$ cat config.mk
export PLATFORM = sky130hd
export DESIGN_NAME = arcade_wrapper
export DESIGN_NICKNAME = d
export VERILOG_FILES = /design/src/arcade_pkg.sv /design/src/arcade_wrapper.sv /design/src/game_core.sv /design/src/ps2_keyboard.sv /design/src/sigma_delta_dac.sv /design/src/video_mixer.sv /design/src/video_timing.sv
export SDC_FILE = /design/constraint.sdc
export NUM_CORES = 1
export LEC_CHECK = 0
export BUFFER_PORTS_ARGS = -buffer_cell sky130_fd_sc_hd__buf_2
export CAP_MARGIN = 10
export CORE_MARGIN = 10
export CORE_UTILIZATION = 30
export DETAILED_ROUTE_END_ITERATION = 16
export MAX_ROUTING_LAYER = met4
export PLACE_DENSITY = 0.42
export SLEW_MARGIN = 40
export SYNTH_ARGS = -nofsm -noshare
export SYNTH_HDL_FRONTEND = slang
export SYNTH_SLANG_ARGS = --single-unit
$ cat constraint.sdc
create_clock -name clk_sys -period 6.4 [get_ports clk_sys]
set_clock_uncertainty 0.1 [all_clocks]
set_input_delay 0.64 -clock clk_sys [delete_from_list [all_inputs] [get_ports clk_sys]]
set_output_delay 0.64 -clock clk_sys [all_outputs]
set_load 0.005 [all_outputs]
$ cat src/arcade_pkg.sv
package arcade_pkg;

	localparam int CNT_W = 10; // Width of the raster counters

	typedef enum logic [1:0] {
		GAME_ATTRACT,
		GAME_PLAY
	} game_state_t;

	typedef enum logic [1:0] {
		PS2_IDLE,
		PS2_DATA,
		PS2_PARITY,
		PS2_STOP
	} ps2_state_t;

	typedef enum logic [1:0] {
		SCAN_NONE,
		SCAN_25,
		SCAN_50
	} scan_mode_t;

	// Bit positions in the keys vector
	localparam int KEY_LEFT  = 0;
	localparam int KEY_RIGHT = 1;
	localparam int KEY_GAS   = 2;
	localparam int KEY_START = 3;

	localparam logic [7:0] SC_LEFT   = 8'h6B;
	localparam logic [7:0] SC_RIGHT  = 8'h74;
	localparam logic [7:0] SC_GAS    = 8'h29; // Space bar
	localparam logic [7:0] SC_START  = 8'h16; // Key 1
	localparam logic [7:0] SC_BREAK  = 8'hF0;
	localparam logic [7:0] SC_EXTEND = 8'hE0;

	localparam logic [6:0] ENGINE_IDLE = 7'd32;
	localparam logic [6:0] ENGINE_GAS  = 7'd96;

	localparam int CAR_W = 8;
	localparam int CAR_H = 4;
	localparam int CAR_Y = 20;

endpackage

$ cat src/arcade_wrapper.sv
module arcade_wrapper import arcade_pkg::*; #(
	parameter int H_ACTIVE = 256,
	parameter int H_FP     = 16,
	parameter int H_SYNC   = 24,
	parameter int H_TOTAL  = 320,
	parameter int V_ACTIVE = 224,
	parameter int V_FP     = 8,
	parameter int V_SYNC   = 4,
	parameter int V_TOTAL  = 256
) (
	input  logic       clk_sys,
	input  logic       rst_n,
	input  logic       ps2_kbd_clk,
	input  logic       ps2_kbd_data,
	input  scan_mode_t scan_mode,
	input  logic       test_mode,
	output logic [5:0] vga_r,
	output logic [5:0] vga_g,
	output logic [5:0] vga_b,
	output logic       vga_hs,
	output logic       vga_vs,
	output logic       audio_l,
	output logic       audio_r,
	output logic       led
);

	logic [3:0]       keys;
	logic [CNT_W-1:0] hcount;
	logic [CNT_W-1:0] vcount;
	logic             hs, vs, hb, vb;
	logic             frame_start;
	logic             video;
	logic             line_odd;
	logic             hs_q, vs_q, blank_q;
	logic [6:0]       level;

	ps2_keyboard keyboard (
		.clk_sys      (clk_sys),
		.rst_n        (rst_n),
		.ps2_kbd_clk  (ps2_kbd_clk),
		.ps2_kbd_data (ps2_kbd_data),
		.keys         (keys)
	);

	video_timing #(
		.H_ACTIVE (H_ACTIVE), .H_FP (H_FP), .H_SYNC (H_SYNC), .H_TOTAL (H_TOTAL),
		.V_ACTIVE (V_ACTIVE), .V_FP (V_FP), .V_SYNC (V_SYNC), .V_TOTAL (V_TOTAL)
	) timing (
		.clk_sys     (clk_sys),
		.rst_n       (rst_n),
		.ce_pix      (),
		.hcount      (hcount),
		.vcount      (vcount),
		.hs          (hs),
		.vs          (vs),
		.hb          (hb),
		.vb          (vb),
		.frame_start (frame_start)
	);

	game_core #(.H_ACTIVE (H_ACTIVE), .V_ACTIVE (V_ACTIVE)) core (
		.clk_sys     (clk_sys),
		.rst_n       (rst_n),
		.keys        (keys),
		.test_mode   (test_mode),
		.hcount      (hcount),
		.vcount      (vcount),
		.hs          (hs),
		.vs          (vs),
		.hb          (hb),
		.vb          (vb),
		.frame_start (frame_start),
		.video       (video),
		.line_odd    (line_odd),
		.hs_q        (hs_q),
		.vs_q        (vs_q),
		.blank_q     (blank_q),
		.led         (led),
		.level       (level)
	);

	video_mixer mixer (
		.clk_sys   (clk_sys),
		.rst_n     (rst_n),
		.video     (video),
		.line_odd  (line_odd),
		.hs_q      (hs_q),
		.vs_q      (vs_q),
		.blank_q   (blank_q),
		.scan_mode (scan_mode),
		.vga_r     (vga_r),
		.vga_g     (vga_g),
		.vga_b     (vga_b),
		.vga_hs    (vga_hs),
		.vga_vs    (vga_vs)
	);

	sigma_delta_dac dac_l (
		.clk_sys (clk_sys),
		.rst_n   (rst_n),
		.level   (level),
		.dac_out (audio_l)
	);

	assign audio_r = audio_l; // Mono sound on both channels

endmodule

$ cat src/game_core.sv
module game_core import arcade_pkg::*; #(
	parameter int H_ACTIVE = 256,
	parameter int V_ACTIVE = 224
) (
	input  logic             clk_sys,
	input  logic             rst_n,
	input  logic [3:0]       keys,
	input  logic             test_mode,
	input  logic [CNT_W-1:0] hcount,
	input  logic [CNT_W-1:0] vcount,
	input  logic             hs,
	input  logic             vs,
	input  logic             hb,
	input  logic             vb,
	input  logic             frame_start,
	output logic             video,
	output logic             line_odd,
	output logic             hs_q,
	output logic             vs_q,
	output logic             blank_q,
	output logic             led,
	output logic [6:0]       level
);

	localparam logic [CNT_W-1:0] X_MIN  = CNT_W'(1);
	localparam logic [CNT_W-1:0] X_MAX  = CNT_W'(H_ACTIVE - CAR_W - 1);
	localparam logic [CNT_W-1:0] X_LAST = CNT_W'(H_ACTIVE - 1);
	localparam logic [CNT_W-1:0] Y_LAST = CNT_W'(V_ACTIVE - 1);
	localparam logic [CNT_W-1:0] Y_TOP  = CNT_W'(CAR_Y);
	localparam logic [CNT_W-1:0] Y_BOT  = CNT_W'(CAR_Y + CAR_H);

	game_state_t      state;
	logic             start_seen; // Start key held at least once
	logic [CNT_W-1:0] car_x;
	logic             border;
	logic             car;
	logic             pixel;

	assign border = (hcount == '0) || (hcount == X_LAST) || (vcount == '0) || (vcount == Y_LAST);
	assign car    = (hcount >= car_x) && (hcount < car_x + CNT_W'(CAR_W)) &&
	                (vcount >= Y_TOP) && (vcount < Y_BOT);
	assign pixel  = test_mode ? (hcount[3] ^ vcount[3]) : (border | car);

	always_ff @(posedge clk_sys or negedge rst_n) begin
		if (!rst_n) begin
			state      <= GAME_ATTRACT;
			start_seen <= 1'b0;
			car_x      <= CNT_W'(H_ACTIVE / 2);
			led        <= 1'b1;
			level      <= '0;
		end else begin
			start_seen <= start_seen | keys[KEY_START];
			led        <= ~(start_seen | keys[KEY_START]); // Start lamp lit in attract
			if (state == GAME_PLAY)
				level <= keys[KEY_GAS] ? ENGINE_GAS : ENGINE_IDLE;
			else
				level <= '0;
			if (frame_start) begin
				if (state == GAME_ATTRACT && start_seen)
					state <= GAME_PLAY;
				if (state == GAME_PLAY) begin
					if (keys[KEY_RIGHT] && car_x < X_MAX)
						car_x <= car_x + 1'b1;
					else if (keys[KEY_LEFT] && car_x > X_MIN)
						car_x <= car_x - 1'b1;
				end
			end
		end
	end

	always_ff @(posedge clk_sys or negedge rst_n) begin
		if (!rst_n) begin
			video    <= 1'b0;
			line_odd <= 1'b0;
			hs_q     <= 1'b0;
			vs_q     <= 1'b0;
			blank_q  <= 1'b1;
		end else begin
			video    <= pixel;
			line_odd <= vcount[0];
			hs_q     <= hs;
			vs_q     <= vs;
			blank_q  <= hb | vb;
		end
	end

endmodule

$ cat src/ps2_keyboard.sv
module ps2_keyboard import arcade_pkg::*; (
	input  logic       clk_sys,
	input  logic       rst_n,
	input  logic       ps2_kbd_clk,
	input  logic       ps2_kbd_data,
	output logic [3:0] keys
);

	logic [2:0] clk_sr; // Two sync stages plus the previous value
	logic [1:0] data_sr;
	logic       fall;
	logic       bit_in;

	ps2_state_t state;
	logic [7:0] shift;
	logic [2:0] bit_cnt;
	logic       parity_ok;
	logic       release_flag; // Set by a break prefix

	assign fall   = clk_sr[2] & ~clk_sr[1];
	assign bit_in = data_sr[1];

	always_ff @(posedge clk_sys or negedge rst_n) begin
		if (!rst_n) begin
			clk_sr  <= '1;
			data_sr <= '1;
		end else begin
			clk_sr  <= {clk_sr[1:0], ps2_kbd_clk};
			data_sr <= {data_sr[0], ps2_kbd_data};
		end
	end

	always_ff @(posedge clk_sys or negedge rst_n) begin
		if (!rst_n) begin
			state        <= PS2_IDLE;
			shift        <= '0;
			bit_cnt      <= '0;
			parity_ok    <= 1'b0;
			release_flag <= 1'b0;
			keys         <= '0;
		end else if (fall) begin
			case (state)
				PS2_IDLE: begin
					if (!bit_in) begin // Start bit
						state   <= PS2_DATA;
						bit_cnt <= '0;
					end
				end
				PS2_DATA: begin
					shift   <= {bit_in, shift[7:1]}; // LSB first
					bit_cnt <= bit_cnt + 3'd1;
					if (bit_cnt == 3'd7)
						state <= PS2_PARITY;
				end
				PS2_PARITY: begin
					parity_ok <= ^{shift, bit_in}; // Odd parity
					state     <= PS2_STOP;
				end
				PS2_STOP: begin
					state <= PS2_IDLE;
					if (bit_in && parity_ok) begin
						if (shift == SC_BREAK) begin
							release_flag <= 1'b1;
						end else if (shift != SC_EXTEND) begin
							release_flag <= 1'b0;
							case (shift)
								SC_LEFT:  keys[KEY_LEFT]  <= ~release_flag;
								SC_RIGHT: keys[KEY_RIGHT] <= ~release_flag;
								SC_GAS:   keys[KEY_GAS]   <= ~release_flag;
								SC_START: keys[KEY_START] <= ~release_flag;
								default:  ;
							endcase
						end
					end
				end
				default: state <= PS2_IDLE;
			endcase
		end
	end

endmodule

$ cat src/sigma_delta_dac.sv
module sigma_delta_dac (
	input  logic       clk_sys,
	input  logic       rst_n,
	input  logic [6:0] level,
	output logic       dac_out
);

	logic [6:0] acc;
	logic [7:0] sum;

	assign sum = {1'b0, acc} + {1'b0, level};

	always_ff @(posedge clk_sys or negedge rst_n) begin
		if (!rst_n) begin
			acc     <= '0;
			dac_out <= 1'b0;
		end else begin
			acc     <= sum[6:0];
			dac_out <= sum[7]; // Carry is the pulse density output
		end
	end

endmodule

$ cat src/video_mixer.sv
module video_mixer import arcade_pkg::*; (
	input  logic       clk_sys,
	input  logic       rst_n,
	input  logic       video,
	input  logic       line_odd,
	input  logic       hs_q,
	input  logic       vs_q,
	input  logic       blank_q,
	input  scan_mode_t scan_mode,
	output logic [5:0] vga_r,
	output logic [5:0] vga_g,
	output logic [5:0] vga_b,
	output logic       vga_hs,
	output logic       vga_vs
);

	localparam logic [5:0] FULL = 6'd63;

	logic [5:0] lum;

	always_comb begin
		lum = '0;
		if (video && !blank_q) begin
			lum = FULL;
			if (line_odd) begin
				case (scan_mode)
					SCAN_25: lum = FULL - (FULL >> 2); // Quarter darker
					SCAN_50: lum = FULL >> 1;
					default: lum = FULL;
				endcase
			end
		end
	end

	always_ff @(posedge clk_sys or negedge rst_n) begin
		if (!rst_n) begin
			vga_r  <= '0;
			vga_g  <= '0;
			vga_b  <= '0;
			vga_hs <= 1'b0;
			vga_vs <= 1'b0;
		end else begin
			vga_r  <= lum;
			vga_g  <= lum;
			vga_b  <= lum;
			vga_hs <= hs_q;
			vga_vs <= vs_q;
		end
	end

endmodule

$ cat src/video_timing.sv
module video_timing import arcade_pkg::*; #(
	parameter int H_ACTIVE = 256,
	parameter int H_FP     = 16,
	parameter int H_SYNC   = 24,
	parameter int H_TOTAL  = 320,
	parameter int V_ACTIVE = 224,
	parameter int V_FP     = 8,
	parameter int V_SYNC   = 4,
	parameter int V_TOTAL  = 256
) (
	input  logic             clk_sys,
	input  logic             rst_n,
	output logic             ce_pix,
	output logic [CNT_W-1:0] hcount,
	output logic [CNT_W-1:0] vcount,
	output logic             hs,
	output logic             vs,
	output logic             hb,
	output logic             vb,
	output logic             frame_start
);

	localparam logic [CNT_W-1:0] H_LAST   = CNT_W'(H_TOTAL - 1);
	localparam logic [CNT_W-1:0] V_LAST   = CNT_W'(V_TOTAL - 1);
	localparam logic [CNT_W-1:0] HS_BEG   = CNT_W'(H_ACTIVE + H_FP);
	localparam logic [CNT_W-1:0] HS_END   = CNT_W'(H_ACTIVE + H_FP + H_SYNC);
	localparam logic [CNT_W-1:0] VS_BEG   = CNT_W'(V_ACTIVE + V_FP);
	localparam logic [CNT_W-1:0] VS_END   = CNT_W'(V_ACTIVE + V_FP + V_SYNC);
	localparam logic [CNT_W-1:0] H_ACT    = CNT_W'(H_ACTIVE);
	localparam logic [CNT_W-1:0] V_ACT    = CNT_W'(V_ACTIVE);
	localparam logic [CNT_W-1:0] V_ACT_M1 = CNT_W'(V_ACTIVE - 1);

	logic [1:0]       div;
	logic [CNT_W-1:0] h_next;
	logic [CNT_W-1:0] v_next;

	always_comb begin
		h_next = (hcount == H_LAST) ? '0 : hcount + 1'b1;
		v_next = vcount;
		if (hcount == H_LAST)
			v_next = (vcount == V_LAST) ? '0 : vcount + 1'b1;
	end

	// Flags decode the next counter values so they change together with the counters
	always_ff @(posedge clk_sys or negedge rst_n) begin
		if (!rst_n) begin
			div         <= '0;
			ce_pix      <= 1'b0;
			hcount      <= '0;
			vcount      <= '0;
			hs          <= 1'b0;
			vs          <= 1'b0;
			hb          <= 1'b0;
			vb          <= 1'b0;
			frame_start <= 1'b0;
		end else begin
			div         <= div + 2'd1;
			ce_pix      <= (div == 2'd3); // One pixel every four clocks
			frame_start <= ce_pix && (hcount == H_LAST) && (vcount == V_ACT_M1);
			if (ce_pix) begin
				hcount <= h_next;
				vcount <= v_next;
				hs     <= (h_next >= HS_BEG) && (h_next < HS_END);
				vs     <= (v_next >= VS_BEG) && (v_next < VS_END);
				hb     <= (h_next >= H_ACT);
				vb     <= (v_next >= V_ACT);
			end
		end
	end

endmodule

# ---- Word-level counts from Yosys, hierarchy flattened
# Index checks and enable logic that the tools add are counted.
dict set report totals {
  in_bits 7
  output_inout_bits 23
  ff_bits 93
  word_cells 136
}
dict set report op_classes {
  n_eq_ne 19
  order_cmp 12
  n_reduce_logical 35
  n_bitwise 9
  n_mux 18
  addsub 8
}
# op count
set ops {}
lappend ops {{two-way mux 10 bit} 5}
lappend ops {{adder 10 x 1 -> 10 bit (second input constant)} 3}
lappend ops {{equality test 10 x 8 -> 1 bit (second input constant)} 3}
lappend ops {{AND reduction 6 bit} 4}
lappend ops {{>= comparator 10 x 8 -> 1 bit (second input constant)} 2}
lappend ops {{>= comparator 10 x 9 -> 1 bit (second input constant)} 2}
lappend ops {{zero test 10 bit} 2}
lappend ops {{less-than comparator 10 x 8 -> 1 bit (second input constant)} 2}
lappend ops {{equality test 8 x 7 -> 1 bit (second input constant)} 2}
lappend ops {{two-way mux 7 bit} 2}
lappend ops {{logical AND 1 bit} 12}
lappend ops {{two-way mux 6 bit} 2}
lappend ops {{case mux 6 bit (2 select lines)} 1}
lappend ops {{adder 10 x 4 -> 10 bit (second input constant)} 1}
lappend ops {{equality test 10 x 9 -> 1 bit (second input constant)} 1}
lappend ops {{>= comparator 10 bit} 1}
lappend ops {{>= comparator 10 x 5 -> 1 bit (second input constant)} 1}
lappend ops {{greater-than comparator 10 x 1 -> 1 bit (second input constant)} 1}
lappend ops {{less-than comparator 10 bit} 1}
lappend ops {{less-than comparator 10 x 5 -> 1 bit (second input constant)} 1}
lappend ops {{less-than comparator 10 x 9 -> 1 bit (second input constant)} 1}
lappend ops {{subtractor 10 x 1 -> 10 bit (second input constant)} 1}
lappend ops {{AND reduction 3 bit} 3}
lappend ops {{parity 9 bit} 1}
lappend ops {{other kinds (27)} 46}

# ---- Depth between registers and ports, before layout
# Gate-level depths: netlist of run 1.
dict set report depth {
  ltp_word 7
  ltp_mapped 10
}

# ---- By module
# Synthesis of run 1 repeated with hierarchy kept, for this count alone.
dict set report hier_totals {
  hier_cells 512
  area_unflattened_um2 5225.0
}
# mod cells_each area_each_um2 instances
set modules_own_cells {}
lappend modules_own_cells {video_timing 178 1707.9 1}
lappend modules_own_cells {game_core 172 1629.1 1}
lappend modules_own_cells {ps2_keyboard 90 1118.6 1}
lappend modules_own_cells {sigma_delta_dac 45 486.7 1}
lappend modules_own_cells {video_mixer 26 275.3 1}
lappend modules_own_cells {arcade_wrapper 1 7.5 1}

# ---- Worst setup path after synthesis of run 1
# No wires, ideal clock.
dict set report synth_path {
  path_kind {register -> register}
  startpoint {register core.car_x[3]}
  endpoint {register core.video}
  n_path_buf 0
  path_slack_ns 4.180
  t_required_ns 6.205
  path_stages_with_launch 9
  arrival_time_ns 2.025
  cell_sequence {dfrtp_1 ha_1 nand3_1 nor3_1 xnor2_1 ha_1 a2111oi_0 nand3_1 o31ai_1}
}
dict set report synth_between {
  elab_chain_cells 7
}
# item line
set synth_lines {}
lappend synth_lines {{from (decl)} game_core.sv:34} ;# logic [CNT_W-1:0] car_x;
lappend synth_lines {{from (signal assigned)} game_core.sv:48} ;# car_x <= CNT_W'(H_ACTIVE / 2);
lappend synth_lines {{from (signal assigned)} game_core.sv:63} ;# car_x <= car_x + 1'b1;
lappend synth_lines {{from (signal assigned)} game_core.sv:65} ;# car_x <= car_x - 1'b1;
lappend synth_lines {{adder 10 x 4 -> 10 bit} game_core.sv:40} ;# assign car = (hcount >= car_x) && (hcount < car_x + CNT_W'(CAR_W)) &&
lappend synth_lines {{less-than comparator 10 bit} game_core.sv:40}
lappend synth_lines {{logical AND 1 bit * (2 in a row)} game_core.sv:40}
lappend synth_lines {{logical AND 1 bit *} game_core.sv:41} ;# (vcount >= Y_TOP) && (vcount < Y_BOT);
lappend synth_lines {{bitwise OR 1 bit *} game_core.sv:42} ;# assign pixel = test_mode ? (hcount[3] ^ vcount[3]) : (border | car);
lappend synth_lines {{two-way mux 1 bit *} game_core.sv:42}
lappend synth_lines {{named net core.pixel} game_core.sv:37} ;# logic pixel;
lappend synth_lines {{to (signal assigned)} game_core.sv:79} ;# video <= pixel;
lappend synth_lines {{to (decl)} game_core.sv:16} ;# output logic video,
# Mark *: on every way through the listed nets, which the timed path passes. The rest lies on a longest branch.
# A chain may end at the register's enable or synchronous reset.

# ---- Final worst setup path of run 1
# Same ends and word-level chain as after synthesis.

==> results of run 1 <==
-- how the worst max path moves through the flow --
stage                     slack, ps         end  depth (start not counted)
after detailed placement       3850  core.video                          8
final                          3870  core.video                          8
after global placement         4010  core.video                          8
after floorplan                4180  core.video                          8
after global routing           3570  core.video                          8
after CTS                      3840  core.video                          8
-- flip-flops by register name, summed over array words and instances, names as in the netlist, 3 cells and up --
signal and flops:
mixer.vga_r 3, keyboard.shift 8, keyboard.clk_sr 3, keyboard.bit_cnt 3, core.car_x 10, timing.vcount 10
keyboard.keys 4, timing.hcount 10
-- Yosys cell counts (3+ instances only) --
cell                       instances  share of area
sky130_fd_sc_hd__nor2_1           23          0.019
sky130_fd_sc_hd__nor4b_1           3         0.0056
sky130_fd_sc_hd__clkbuf_1          6         0.0048
sky130_fd_sc_hd__buf_6             6          0.014
sky130_fd_sc_hd__nor3_1           12          0.013
sky130_fd_sc_hd__dfrtp_1          72           0.39
sky130_fd_sc_hd__inv_1            31          0.025
sky130_fd_sc_hd__and4_1            3         0.0056
sky130_fd_sc_hd__a31oi_1           9          0.012
sky130_fd_sc_hd__nor2b_1           4         0.0054
sky130_fd_sc_hd__a21oi_1          16          0.017
sky130_fd_sc_hd__buf_4            17          0.027
sky130_fd_sc_hd__nand2b_1          4         0.0054
sky130_fd_sc_hd__xnor2_1          34          0.064
sky130_fd_sc_hd__nand4_1           9          0.012
sky130_fd_sc_hd__o21ai_0          26          0.028
sky130_fd_sc_hd__and4_2            3         0.0064
sky130_fd_sc_hd__mux2_2            9          0.022
sky130_fd_sc_hd__buf_2             4         0.0043
sky130_fd_sc_hd__nand3_1          21          0.023
sky130_fd_sc_hd__a21o_1            5         0.0081
sky130_fd_sc_hd__nand2_1          36          0.029
sky130_fd_sc_hd__ha_1             34          0.091
sky130_fd_sc_hd__and3_1            6         0.0081
sky130_fd_sc_hd__dfstp_2           8          0.045
sky130_fd_sc_hd__o31ai_1           6         0.0097
-- per-stage QoR --
step           total power [mW]  cells   util
2_1_floorplan             0.751    457      -
3_3_place_gp              0.802    639  0.312
5_1_grt                    1.43    655  0.334
4_1_cts                    1.38    655  0.334
6_report                   1.36    655  0.334
3_5_place_dp              0.804    639  0.312
-- metal layers --
layer,track usage,share of wire
met2,0.132,0.41
met4,0.0367,0.015
met3,0.0272,0.046
met1,0.131,0.53
met5,-,0
-- kinds of logic (layout without fill, tap and decap cells) --
family,Yosys count,count (layout),synth area share
and+or+nand+nor,143,143,0.167
AOI/OAI and AO/OA,84,84,0.118
DFF,80,80,0.432
buffers and inverters,68,78,0.0921
xor gates and xnor gates,36,36,0.0693
adders and majority gates,35,35,0.0956
muxes,11,11,0.0260
-- critical path, stage by stage, from the launching register on --
cell and delay [ps]:
sky130_fd_sc_hd__dfrtp_1 500, sky130_fd_sc_hd__ha_1 260, sky130_fd_sc_hd__nand3_1 150, sky130_fd_sc_hd__nor3_1 220, sky130_fd_sc_hd__xnor2_1 150, sky130_fd_sc_hd__ha_1 260
sky130_fd_sc_hd__a2111oi_0 410, sky130_fd_sc_hd__nand3_1 130, sky130_fd_sc_hd__o31ai_1 260
-- report_power, final --
group | internal (mW) | switching (mW) | leakage [nW] | total, mW
clock network | 0.346 | 0.220 | 0.157 | 0.566
registers | 0.550 | 0.0548 | 1.04 | 0.605
logic | 0.0986 | 0.0911 | 1.01 | 0.190
-- layout make-up --
class                   instances  area, um2
fillers                      1580      10100
multi-input cells             309       2220
flip-flops and latches         80       2010
well taps                     188        235
clock buffers                   9        225
repair buffers                 31        163
inverters                      31        116
clock inverters                 7        103
==> impl_summary.log, run 1 <==
INFO  metric run_status = finished, final reports clean
INFO  metric worstReg2RegStart = core.car_x[3]
INFO  metric worst_skew_pair.late_latency = 340 ps
INFO  metric design.die.area = between 0.02 and 0.025 mm2
INFO  metric horizontal_die_dimension = 145 um
INFO  metric hold_violations = 0
INFO  metric synth_async_sr_flop_share = 1.00
INFO  metric final.setup.worst_slack = 3870 ps
INFO  metric fmax = roughly 390 MHz
INFO  metric grt_overflow_total = 0
INFO  metric cp_max_fanout = 9
INFO  metric nNetsFinal = 504
INFO  metric synth-seq-cells = 80
INFO  metric remaining_drc_errors = 0
INFO  metric synth_edf_count = 0
INFO  metric synth-seq-area-share = 0.432
INFO  metric vdd_drop_max = 0.000144 V
INFO  metric slew_viol_final = 0
INFO  metric height_of_the_die = 145 um
INFO  metric layout.cells.most_common_list = sky130_fd_sc_hd__dfrtp_1 (71), sky130_fd_sc_hd__nand2_1 (36), sky130_fd_sc_hd__xnor2_1 (34), sky130_fd_sc_hd__ha_1 (34), sky130_fd_sc_hd__inv_1 (31)
INFO  metric via_per_inst = a little under 5
INFO  metric setup_violations = 0
INFO  metric avgRoutedWirePerCell = 14.5 um
INFO  metric grt.total_usage = 0.0966
INFO  metric cts.htree.levels = 3
INFO  metric drt_pass1_iterations = 4
INFO  metric layout_worst_path_cycle_share = 0.396
INFO  metric floorplan.core_area = 0.0152 mm2
INFO  metric placement.cell_area = between 0.004 and 0.005 mm2
INFO  metric setup_tns = 0 ps
INFO  metric postSynthAreaPerCell = 10.2 um2
INFO  metric synth_area = 0.00466 mm2
INFO  metric clock_root_buffer_master = sky130_fd_sc_hd__clkbuf_16
INFO  metric layout-drive-gt1-share = 0.167
INFO  metric rsz_0062_raised_after_global_routing = no
INFO  metric ios = 30
INFO  metric timing.critical_path.required = 6530 ps
INFO  metric ant_nets = 0
INFO  metric drv_cap = 0
INFO  metric hold_slack = approximately 130 ps
INFO  metric tritoncts = built
INFO  metric gp_routability_congestion = 0.784
INFO  metric dominantRegCellSynth = sky130_fd_sc_hd__dfrtp_1
INFO  metric clk_pin_slew = 60 ps
INFO  metric tightestPinTransition = 643 ps
INFO  metric floorplan.initialDensity = 0.307
INFO  metric antennaDiodeCount = 0
INFO  metric row_count = 45
INFO  metric rr_worst_depth = 8
INFO  metric grt_antenna_before_repair = 0
INFO  metric finalWorstPathRequiredPeriod = 2530 ps
INFO  metric synthesis.nets = 499
INFO  metric slew_headroom = 0.572
INFO  metric netlist-cell-type-count = between 60 and 70
INFO  metric path_class = reg -> reg
INFO  metric dp_hpwl = ~6.8 mm
INFO  metric syn_inst = roughly 460
INFO  metric pwr_density_cell = 268 mW/mm2
INFO  metric count_of_buffers_from_port_buffering = 29
INFO  metric grt_pass1_wl = 15.6 mm
INFO  metric pre_cts_ws = approximately 3800 ps
INFO  metric regToRegSetupSlack = 3870 ps
INFO  metric cts_num_sinks = 80
INFO  metric crit_path_capture_type = flip-flop
INFO  metric routed-via-count = 3,176
INFO  metric clock_path_buffers = 2
INFO  metric cts_setup_buffers = 0
INFO  metric yosysWarnings = 0
INFO  metric grt_max_degree = 50
INFO  metric drt_first_iter_violations = between 150 and 200
INFO  metric critPathArrivalTime = between 2000 and 3000 ps
INFO  metric stdcell_area = 0.00507 mm2
INFO  metric area_growth = 8.89%
INFO  metric crit_start = core.car_x[3]
INFO  metric via_count_of_the_first_global_routing_pass = between 3,000 and 4,000
INFO  metric type_of_the_most_critical_hold_path = in -> async
INFO  metric finalWirelength = 9.47 mm
INFO  metric rr_endpoint = core.video
INFO  metric holdBufCountCts = 0
INFO  metric most_common_cell_after_layout_fill_and_taps_aside = sky130_fd_sc_hd__dfrtp_1
INFO  metric static_leakage_power = 2.20 nW
INFO  metric post_cts_resize_count = 0
INFO  metric cts-buffers-inserted = 9
INFO  metric crit_start_category = flip-flop
Note: power is estimated with default switching activity, not from simulation.
==> run 2, diff against run 1 <==
Settings changed: PLACE_DENSITY 0.42 to 0.44.
Clock period 6.4 ns to 2.15 ns, I/O delays scaled along.
==> run 2 against run 1 <==
Against the previous run: clock power rose to 2.9 times the previous value; via count grew 7.6%; first-iteration DRC count up 62%; combinational power rose to 2.9 times the previous value; register-to-register slack worse by 3900 ps; critical path depth increased by 1; hold slack got worse by 28 ps; non-clock buffer count up 52; clock-buffer cell count is 2 higher; critical path type unchanged; largest power group unchanged.
==> impl_summary.log, run 2 (same netlist as run 1, synthesis figures left out) <==
INFO  metric grt_max_degree = 43 (was 50)
INFO  metric comb_power_share = 0.139 (was 0.140)
INFO  metric run_status = finished, final reports clean (unchanged)
INFO  metric final.setup.worst_slack = 14.3 ps (was 3870 ps)
INFO  metric tritoncts = built (unchanged)
INFO  metric drt_pass1_iterations = 4 (unchanged)
INFO  metric slew_viol_final = 0 (unchanged)
INFO  metric horizontal_die_dimension = 145 um (unchanged)
INFO  metric vdd_drop_max = 0.000354 V (was 0.000144 V)
INFO  metric slew_headroom = 0.642 (was 0.572)
INFO  metric timing.critical_path.required = 2300 ps (was 6530 ps)
INFO  metric hold_violations = 0 (unchanged)
INFO  metric ios = 30 (unchanged)
INFO  metric dp_hpwl = 7.37 mm (was 6.80 mm)
INFO  metric cts-buffers-inserted = 9 (unchanged)
INFO  metric grt_pass1_wl = 17.2 mm (was 15.6 mm)
INFO  metric via_per_inst = 4.83 (was 4.85)
INFO  metric area_growth = 21.2% (was 8.89%)
INFO  metric crit_path_capture_type = flip-flop (unchanged)
INFO  metric cp_num_cells = 9 (was 8)
INFO  metric stdcell_area = 0.00565 mm2 (was 0.00507 mm2)
INFO  metric grt_overflow_total = 0 (unchanged)
INFO  metric timing.critical_path.max_delay_family = compound AO/OA/AOI/OAI gates (unchanged)
INFO  metric cts.htree.levels = 3 (unchanged)
INFO  metric layout-drive-gt1-share = 0.281 (was 0.167)
INFO  metric critical-path-max-stage-delay = 390 ps (was 500 ps)
INFO  metric rsz_0062_raised_after_global_routing = yes (was no)
INFO  metric crit_start_category = flip-flop (unchanged)
INFO  metric tightestPinTransition = 537 ps (was 643 ps)
INFO  metric final-instance-count-excl-fill = 707 (was 655)
INFO  metric most_common_cell_after_layout_fill_and_taps_aside = sky130_fd_sc_hd__dfrtp_1 (unchanged)
INFO  metric grt_antenna_before_repair = 0 (unchanged)
INFO  metric reg.largest.list = core.car_x x10, timing.hcount x10, timing.vcount x10 (unchanged)
INFO  metric critPathArrivalTime = 2280 ps (was 2660 ps)
INFO  metric floorplan.initialDensity = 0.307 (unchanged)
INFO  metric seq_power_share = 0.448 (was 0.445)
INFO  metric layout.cells.most_common_list = sky130_fd_sc_hd__dfrtp_1 (70), sky130_fd_sc_hd__buf_4 (47), sky130_fd_sc_hd__nand2_1 (36) (was sky130_fd_sc_hd__dfrtp_1 (71), sky130_fd_sc_hd__nand2_1 (36), sky130_fd_sc_hd__xnor2_1 (34), sky130_fd_sc_hd__ha_1 (34), sky130_fd_sc_hd__inv_1 (31))
INFO  metric clock_power_share = 0.413 (was 0.416)
INFO  metric fmax = 468 MHz (was 395 MHz)
INFO  metric static_leakage_power = 2.49 nW (was 2.20 nW)
INFO  metric gp_routability_congestion = 0.845 (was 0.784)
INFO  metric hold_path_depth = 4
INFO  metric pre_cts_ws = -107 ps (was 3850 ps)
INFO  metric row_count = 45 (unchanged)
INFO  metric pwr_density_cell = 712 mW/mm2 (was 268 mW/mm2)
INFO  metric antennaDiodeCount = 0 (unchanged)
INFO  metric cp_cell_sequence = ha_4 -> nand3_4 -> buf_6 -> xnor2_2 -> ha_1 -> a211o_1 -> o2111ai_1 -> a21oi_1 -> o31ai_1 (was ha_1 -> nand3_1 -> nor3_1 -> xnor2_1 -> ha_1 -> a2111oi_0 -> nand3_1 -> o31ai_1)
INFO  metric placement.cell_area = 0.00506 mm2 (was 0.00475 mm2)
INFO  metric cts_num_sinks = 80 (unchanged)
INFO  metric nNetsFinal = 556 (was 504)
INFO  metric avgRoutedWirePerCell = 14.2 um (was 14.5 um)
INFO  metric grt.total_usage = 0.107 (was 0.0966)
INFO  metric setup_tns = 0 ps (unchanged)
INFO  metric switching_share = 0.255 (was 0.269)
INFO  metric finalWirelength = 10.0 mm (was 9.47 mm)
INFO  metric drv_cap = 0 (unchanged)
INFO  metric drt_first_iter_violations = 261 (was 161)
INFO  metric type_of_the_most_critical_hold_path = in -> reg (was in -> async)
INFO  metric setup_violations = 0 (unchanged)
INFO  metric fin_total_pwr = 4.02 mW (was 1.36 mW)
INFO  metric count_of_buffers_from_port_buffering = 29 (unchanged)
INFO  metric path_class = reg -> reg (unchanged)
INFO  metric routed-via-count = 3,417 (was 3,176)
INFO  metric floorplan.core_area = 0.0152 mm2 (unchanged)
INFO  metric clock_root_buffer_master = sky130_fd_sc_hd__clkbuf_16 (unchanged)
INFO  metric cp.buffers_inverters = 1 (was 0)
INFO  metric cp_max_fanout = 2 (was 9)
INFO  metric finalWorstPathRequiredPeriod = 2140 ps (was 2530 ps)
INFO  metric nFillCells = 1,502 (was 1,580)
INFO  metric ant_nets = 0 (unchanged)
INFO  metric critical-path-slowest-cell = sky130_fd_sc_hd__dfrtp_2 (was sky130_fd_sc_hd__dfrtp_1)
INFO  metric rr_worst_depth = 9 (was 8)
INFO  metric via_count_of_the_first_global_routing_pass = 3,410 (was 3,014)
INFO  metric clk_pin_slew = 60 ps (about the same)
INFO  metric height_of_the_die = 145 um (unchanged)
INFO  metric total_switching_power = 1.03 mW (was 0.366 mW)
INFO  metric dpl.cell_count = 678 (was 639)
INFO  metric design.die.area = 0.0209 mm2 (unchanged)
INFO  metric internal-power = 2.99 mW (was 0.994 mW)
INFO  metric clock_path_buffers = 2 (unchanged)
INFO  metric worst_skew_pair.late_latency = 340 ps (about the same)
INFO  metric remaining_drc_errors = 0 (unchanged)
INFO  metric layout_worst_path_cycle_share = 0.993 (was 0.396)
run 2: cell count changes in the layout (fill, tap and decap cells not counted), sizes merged:
cell         change
buf             +47
clkbuf           +2
dlygate4sd3      +5
inv              -2
run 2: routing by layer:
metal	vias to the layer above	global-route usage	part of all wire
li1	1706	-	-
met1	1645	0.140	0.50
met2	50	0.152	0.44
met3	16	0.0312	0.041
met4	0	0.0378	0.018
met5	-	-	0
run 2: worst paths after layout:
kind                          startpoint           endpoint  slack, ps
min                            test_mode         core.video        100
min reg2reg                    core.hs_q       mixer.vga_hs        250
max reg2reg                core.car_x[3]         core.video         10
min in group asynchronous          rst_n  keyboard.state[1]        310
max                        core.car_x[3]         core.video         10
max in group asynchronous          rst_n      core.car_x[7]        980
run 2: repair_timing:
action                     CTS  global route
pin swaps                    2            11
resized for setup            4            30
buffers inserted             0             8
hold endpoints to repair    38             0
hold buffers                 5             0
setup endpoints to repair    6            20
run 2: power by group through the flow:
stage	clock network, mW	logic [mW]	registers (mW)
after global routing	1.80	0.641	1.83
after floorplan	0	0.470	1.77
after global placement	0	0.548	1.82
after CTS	1.72	0.576	1.80
after detailed placement	0	0.567	1.82
final	1.66	0.560	1.80
run 2: area by class of cell:
| cell class | count | area (um2) | share of cell area |
|---|---|---|---|
| clock buffer | 11 | 243 | 0.0430 |
| clock inverter | 5 | 81.3 | 0.0144 |
| inverter | 31 | 116 | 0.0206 |
| multi-input combinational | 309 | 2370 | 0.420 |
| sequential | 80 | 2010 | 0.357 |
| tap | 188 | 235 | 0.0417 |
| timing repair buffer | 83 | 586 | 0.104 |
run 2: stage by stage:
stage	utilization	hold slack (ps)
floorplan	-	-181
global placement	0.333	144
detailed placement	0.333	143
CTS	0.358	97.8
global route	0.371	131
finish	0.371	98.7
run 2: tightest hold or removal path: stages:
cell and delay (ps):
sky130_fd_sc_hd__buf_2 100, sky130_fd_sc_hd__nand2_1 70, sky130_fd_sc_hd__nand2_1 60, sky130_fd_sc_hd__o31ai_1 60
==> run 3, diff against run 2 <==
Settings changed: CORE_UTILIZATION 30 to 55, PLACE_DENSITY 0.44 to 0.73.
==> run 3 against run 2 <==
Against the previous run: via count is 1.2% higher; utilization is 27 points higher; final area is 6.8% lower; cell count is 14% lower; maximum frequency is 0.62% lower; register-to-register slack hardly changed; hold slack worse by 0.69 ps; flip-flop and latch count stayed put; power is 16% lower; clock-buffer cell count is 2 lower; sequential share of layout area is 2.6 points higher; combinational power hardly changed.
==> impl_summary.log, run 3 (same netlist as run 1, synthesis figures left out) <==
INFO  metric cp.buffers_inverters = 2 (was 1)
INFO  metric grt_max_degree = 47 (was 43)
INFO  metric cts_num_sinks = 80 (unchanged)
INFO  metric critPathArrivalTime = 2280 ps (about the same)
INFO  metric hold_path_end = core.video (unchanged)
INFO  metric switching_share = 0.298 (was 0.255)
INFO  metric grt_pass1_wl = 15.7 mm (was 17.2 mm)
INFO  metric horizontal_die_dimension = 112 um (was 145 um)
INFO  metric floorplan.core_area = 0.00822 mm2 (was 0.0152 mm2)
INFO  metric remaining_drc_errors = 0 (unchanged)
INFO  metric finalWirelength = 9.27 mm (was 10.0 mm)
INFO  metric nNetsFinal = 543 (was 556)
INFO  metric fin_util = 0.641 (was 0.371)
INFO  metric clock_power_share = 0.303 (was 0.413)
INFO  metric via_count_of_the_first_global_routing_pass = 3,366 (was 3,410)
INFO  metric reg.largest.list = core.car_x x10, timing.hcount x10, timing.vcount x10 (unchanged)
INFO  metric via_per_inst = 5.66 (was 4.83)
INFO  metric drt_pass1_iterations = 4 (unchanged)
INFO  metric internal-power = 2.37 mW (was 2.99 mW)
INFO  metric hp-start = test_mode (unchanged)
INFO  metric rsz_0062_raised_after_global_routing = yes (unchanged)
INFO  metric count_of_buffers_from_port_buffering = 29 (unchanged)
INFO  metric total_switching_power = 1.01 mW (was 1.03 mW)
INFO  metric critical-path-max-stage-delay = 560 ps (was 390 ps)
INFO  metric nFillCells = 674 (was 1,502)
INFO  metric grt_antenna_before_repair = 0 (unchanged)
INFO  metric critical-path-slowest-cell = sky130_fd_sc_hd__dfstp_2 (was sky130_fd_sc_hd__dfrtp_2)
INFO  metric routed-via-count = 3,459 (was 3,417)
INFO  metric floorplan.initialDensity = 0.567 (was 0.307)
INFO  metric layout.cells.most_common_list = sky130_fd_sc_hd__dfrtp_1 (68), sky130_fd_sc_hd__nand2_1 (36), sky130_fd_sc_hd__buf_4 (36) (was sky130_fd_sc_hd__dfrtp_1 (70), sky130_fd_sc_hd__buf_4 (47), sky130_fd_sc_hd__nand2_1 (36))
INFO  metric rr_endpoint = core.car_x[8] (was core.video)
INFO  metric gp_routability_congestion = 0.859 (was 0.845)
INFO  metric worst_skew_pair.late_latency = 340 ps (about the same)
INFO  metric type_of_the_most_critical_hold_path = in -> reg (unchanged)
INFO  metric regToRegSetupSlack = 1 ps (was 10 ps)
INFO  metric drt_first_iter_violations = 250 (was 261)
INFO  metric timing.critical_path.required = 2280 ps (was 2300 ps)
INFO  metric cp_cell_sequence = buf_4 -> nand2_1 -> o311ai_2 -> buf_4 -> nand2_1 -> or4_1 -> xnor2_1 (was ha_4 -> nand3_4 -> buf_6 -> xnor2_2 -> ha_1 -> a211o_1 -> o2111ai_1 -> a21oi_1 -> o31ai_1)
INFO  metric crit_start_category = flip-flop (unchanged)
INFO  metric vdd_drop_max = 0.000416 V (was 0.000354 V)
INFO  metric static_leakage_power = 2.36 nW (was 2.49 nW)
INFO  metric most_common_cell_after_layout_fill_and_taps_aside = sky130_fd_sc_hd__dfrtp_1 (unchanged)
INFO  metric path_class = reg -> reg (unchanged)
INFO  metric tightestPinTransition = 461 ps (was 537 ps)
INFO  metric crit_path_capture_type = flip-flop (unchanged)
INFO  metric cts.htree.levels = 3 (unchanged)
INFO  metric pwr_density_cell = 643 mW/mm2 (was 712 mW/mm2)
INFO  metric clock_path_buffers = 2 (unchanged)
INFO  metric ant_nets = 0 (unchanged)
INFO  metric drv_cap = 0 (unchanged)
INFO  metric antennaDiodeCount = 0 (unchanged)
INFO  metric hold_path_depth = 4 (unchanged)
INFO  metric ios = 30 (unchanged)
INFO  metric timing.critical_path.max_delay_family = simple AND/OR/NAND/NOR gates (was compound AO/OA/AOI/OAI gates)
INFO  metric stdcell_area = 0.00526 mm2 (was 0.00565 mm2)
INFO  metric worstReg2RegStart = core.car_x[7] (was core.car_x[3])
INFO  metric avgRoutedWirePerCell = 15.2 um (was 14.2 um)
INFO  metric fmax = 465 MHz (was 468 MHz)
INFO  metric layout-drive-gt1-share = 0.269 (was 0.281)
INFO  metric setup_violations = 0 (unchanged)
INFO  metric run_status = finished, final reports clean (unchanged)
INFO  metric dp_hpwl = 6.72 mm (was 7.37 mm)
INFO  metric comb_power_share = 0.166 (was 0.139)
INFO  metric layout_worst_path_cycle_share = 1.00 (was 0.993)
INFO  metric slew_headroom = 0.688 (was 0.642)
INFO  metric clk_pin_slew = 90 ps (was 60 ps)
INFO  metric grt.total_usage = 0.150 (was 0.107)
INFO  metric slew_viol_final = 0 (unchanged)
INFO  metric design.die.area = 0.0126 mm2 (was 0.0209 mm2)
INFO  metric cts-buffers-inserted = 9 (unchanged)
INFO  metric hold_slack = 98.0 ps (was 98.7 ps)
INFO  metric seq_power_share = 0.531 (was 0.448)
INFO  metric row_count = 33 (was 45)
INFO  metric area_growth = 13.0% (was 21.2%)
INFO  metric cp_max_fanout = 5 (was 2)
INFO  metric height_of_the_die = 112 um (was 145 um)
INFO  metric placement.cell_area = 0.00488 mm2 (was 0.00506 mm2)
INFO  metric hold_violations = 0 (unchanged)
INFO  metric grt_overflow_total = 0 (unchanged)
INFO  metric rr_worst_depth = 7 (was 9)
INFO  metric clock_root_buffer_master = sky130_fd_sc_hd__clkbuf_8 (was sky130_fd_sc_hd__clkbuf_16)
INFO  metric setup_tns = 0 ps (unchanged)
INFO  metric finalWorstPathRequiredPeriod = 2150 ps (was 2140 ps)
INFO  metric tritoncts = built (unchanged)
-- run 3: how the worst max path moves through the flow --
stage | to | cells past startpoint | startpoint | slack, ps
detailed placement | core.video | 7 | core.car_x[7] | -120
global placement | core.video | 7 | core.car_x[7] | 20
finish | core.car_x[8] | 7 | core.car_x[7] | 1
global route | core.car_x[8] | 7 | core.car_x[7] | -50
floorplan | core.video | 8 | core.car_x[4] | 2
CTS | core.video | 8 | core.car_x[3] | 3
-- run 3: layout make-up --
type / count / area, um2 / area share
tap: 105 / 131 / 0.0250
clock inverter: 7 / 55.1 / 0.0105
multi-input combinational: 309 / 2340 / 0.444
timing repair buffer: 70 / 480 / 0.0913
clock buffer: 9 / 124 / 0.0235
sequential: 80 / 2020 / 0.383
inverter: 31 / 116 / 0.0221
-- run 3: tightest hold or removal path: cells and delay by family --
family,cells,cell delay (ps)
and+or+nand+nor,2,140
buffers and inverters,1,90
AOI/OAI and AO/OA,1,60
-- run 3: metrics by stage --
stage | setup slack [ps] | std cells | total power, mW
6_report | 0.965 | 611 | 3.38
4_1_cts | 3.06 | 611 | 3.43
2_1_floorplan | 1.61 | 457 | 2.24
5_1_grt | -49.9 | 611 | 3.59
3_3_place_gp | 24.9 | 585 | 2.36
3_5_place_dp | -119 | 585 | 2.38
-- run 3: metal layers --
layer,track usage,vias up,part of all wire
met1,0.177,1705,0.44
li1,-,1686,-
met4,0.0347,0,0.0071
met5,-,-,0
met3,0.0330,9,0.035
met2,0.256,59,0.52
-- run 3: what timing repair did --
item,in CTS,in global routing
setup buffers,5,0
endpoints found under the hold margin,34,0
resized for setup,5,22
hold buffers,5,0
setup endpoints to repair,1,15
pin swaps,7,5
-- run 3: power groups by stage --
stage	clock network [mW]	logic (mW)	registers, mW
4_1_cts	1.06	0.571	1.79
3_3_place_gp	0	0.544	1.81
6_report	1.03	0.562	1.80
2_1_floorplan	0	0.470	1.77
5_1_grt	1.13	0.645	1.82
3_5_place_dp	0	0.560	1.82
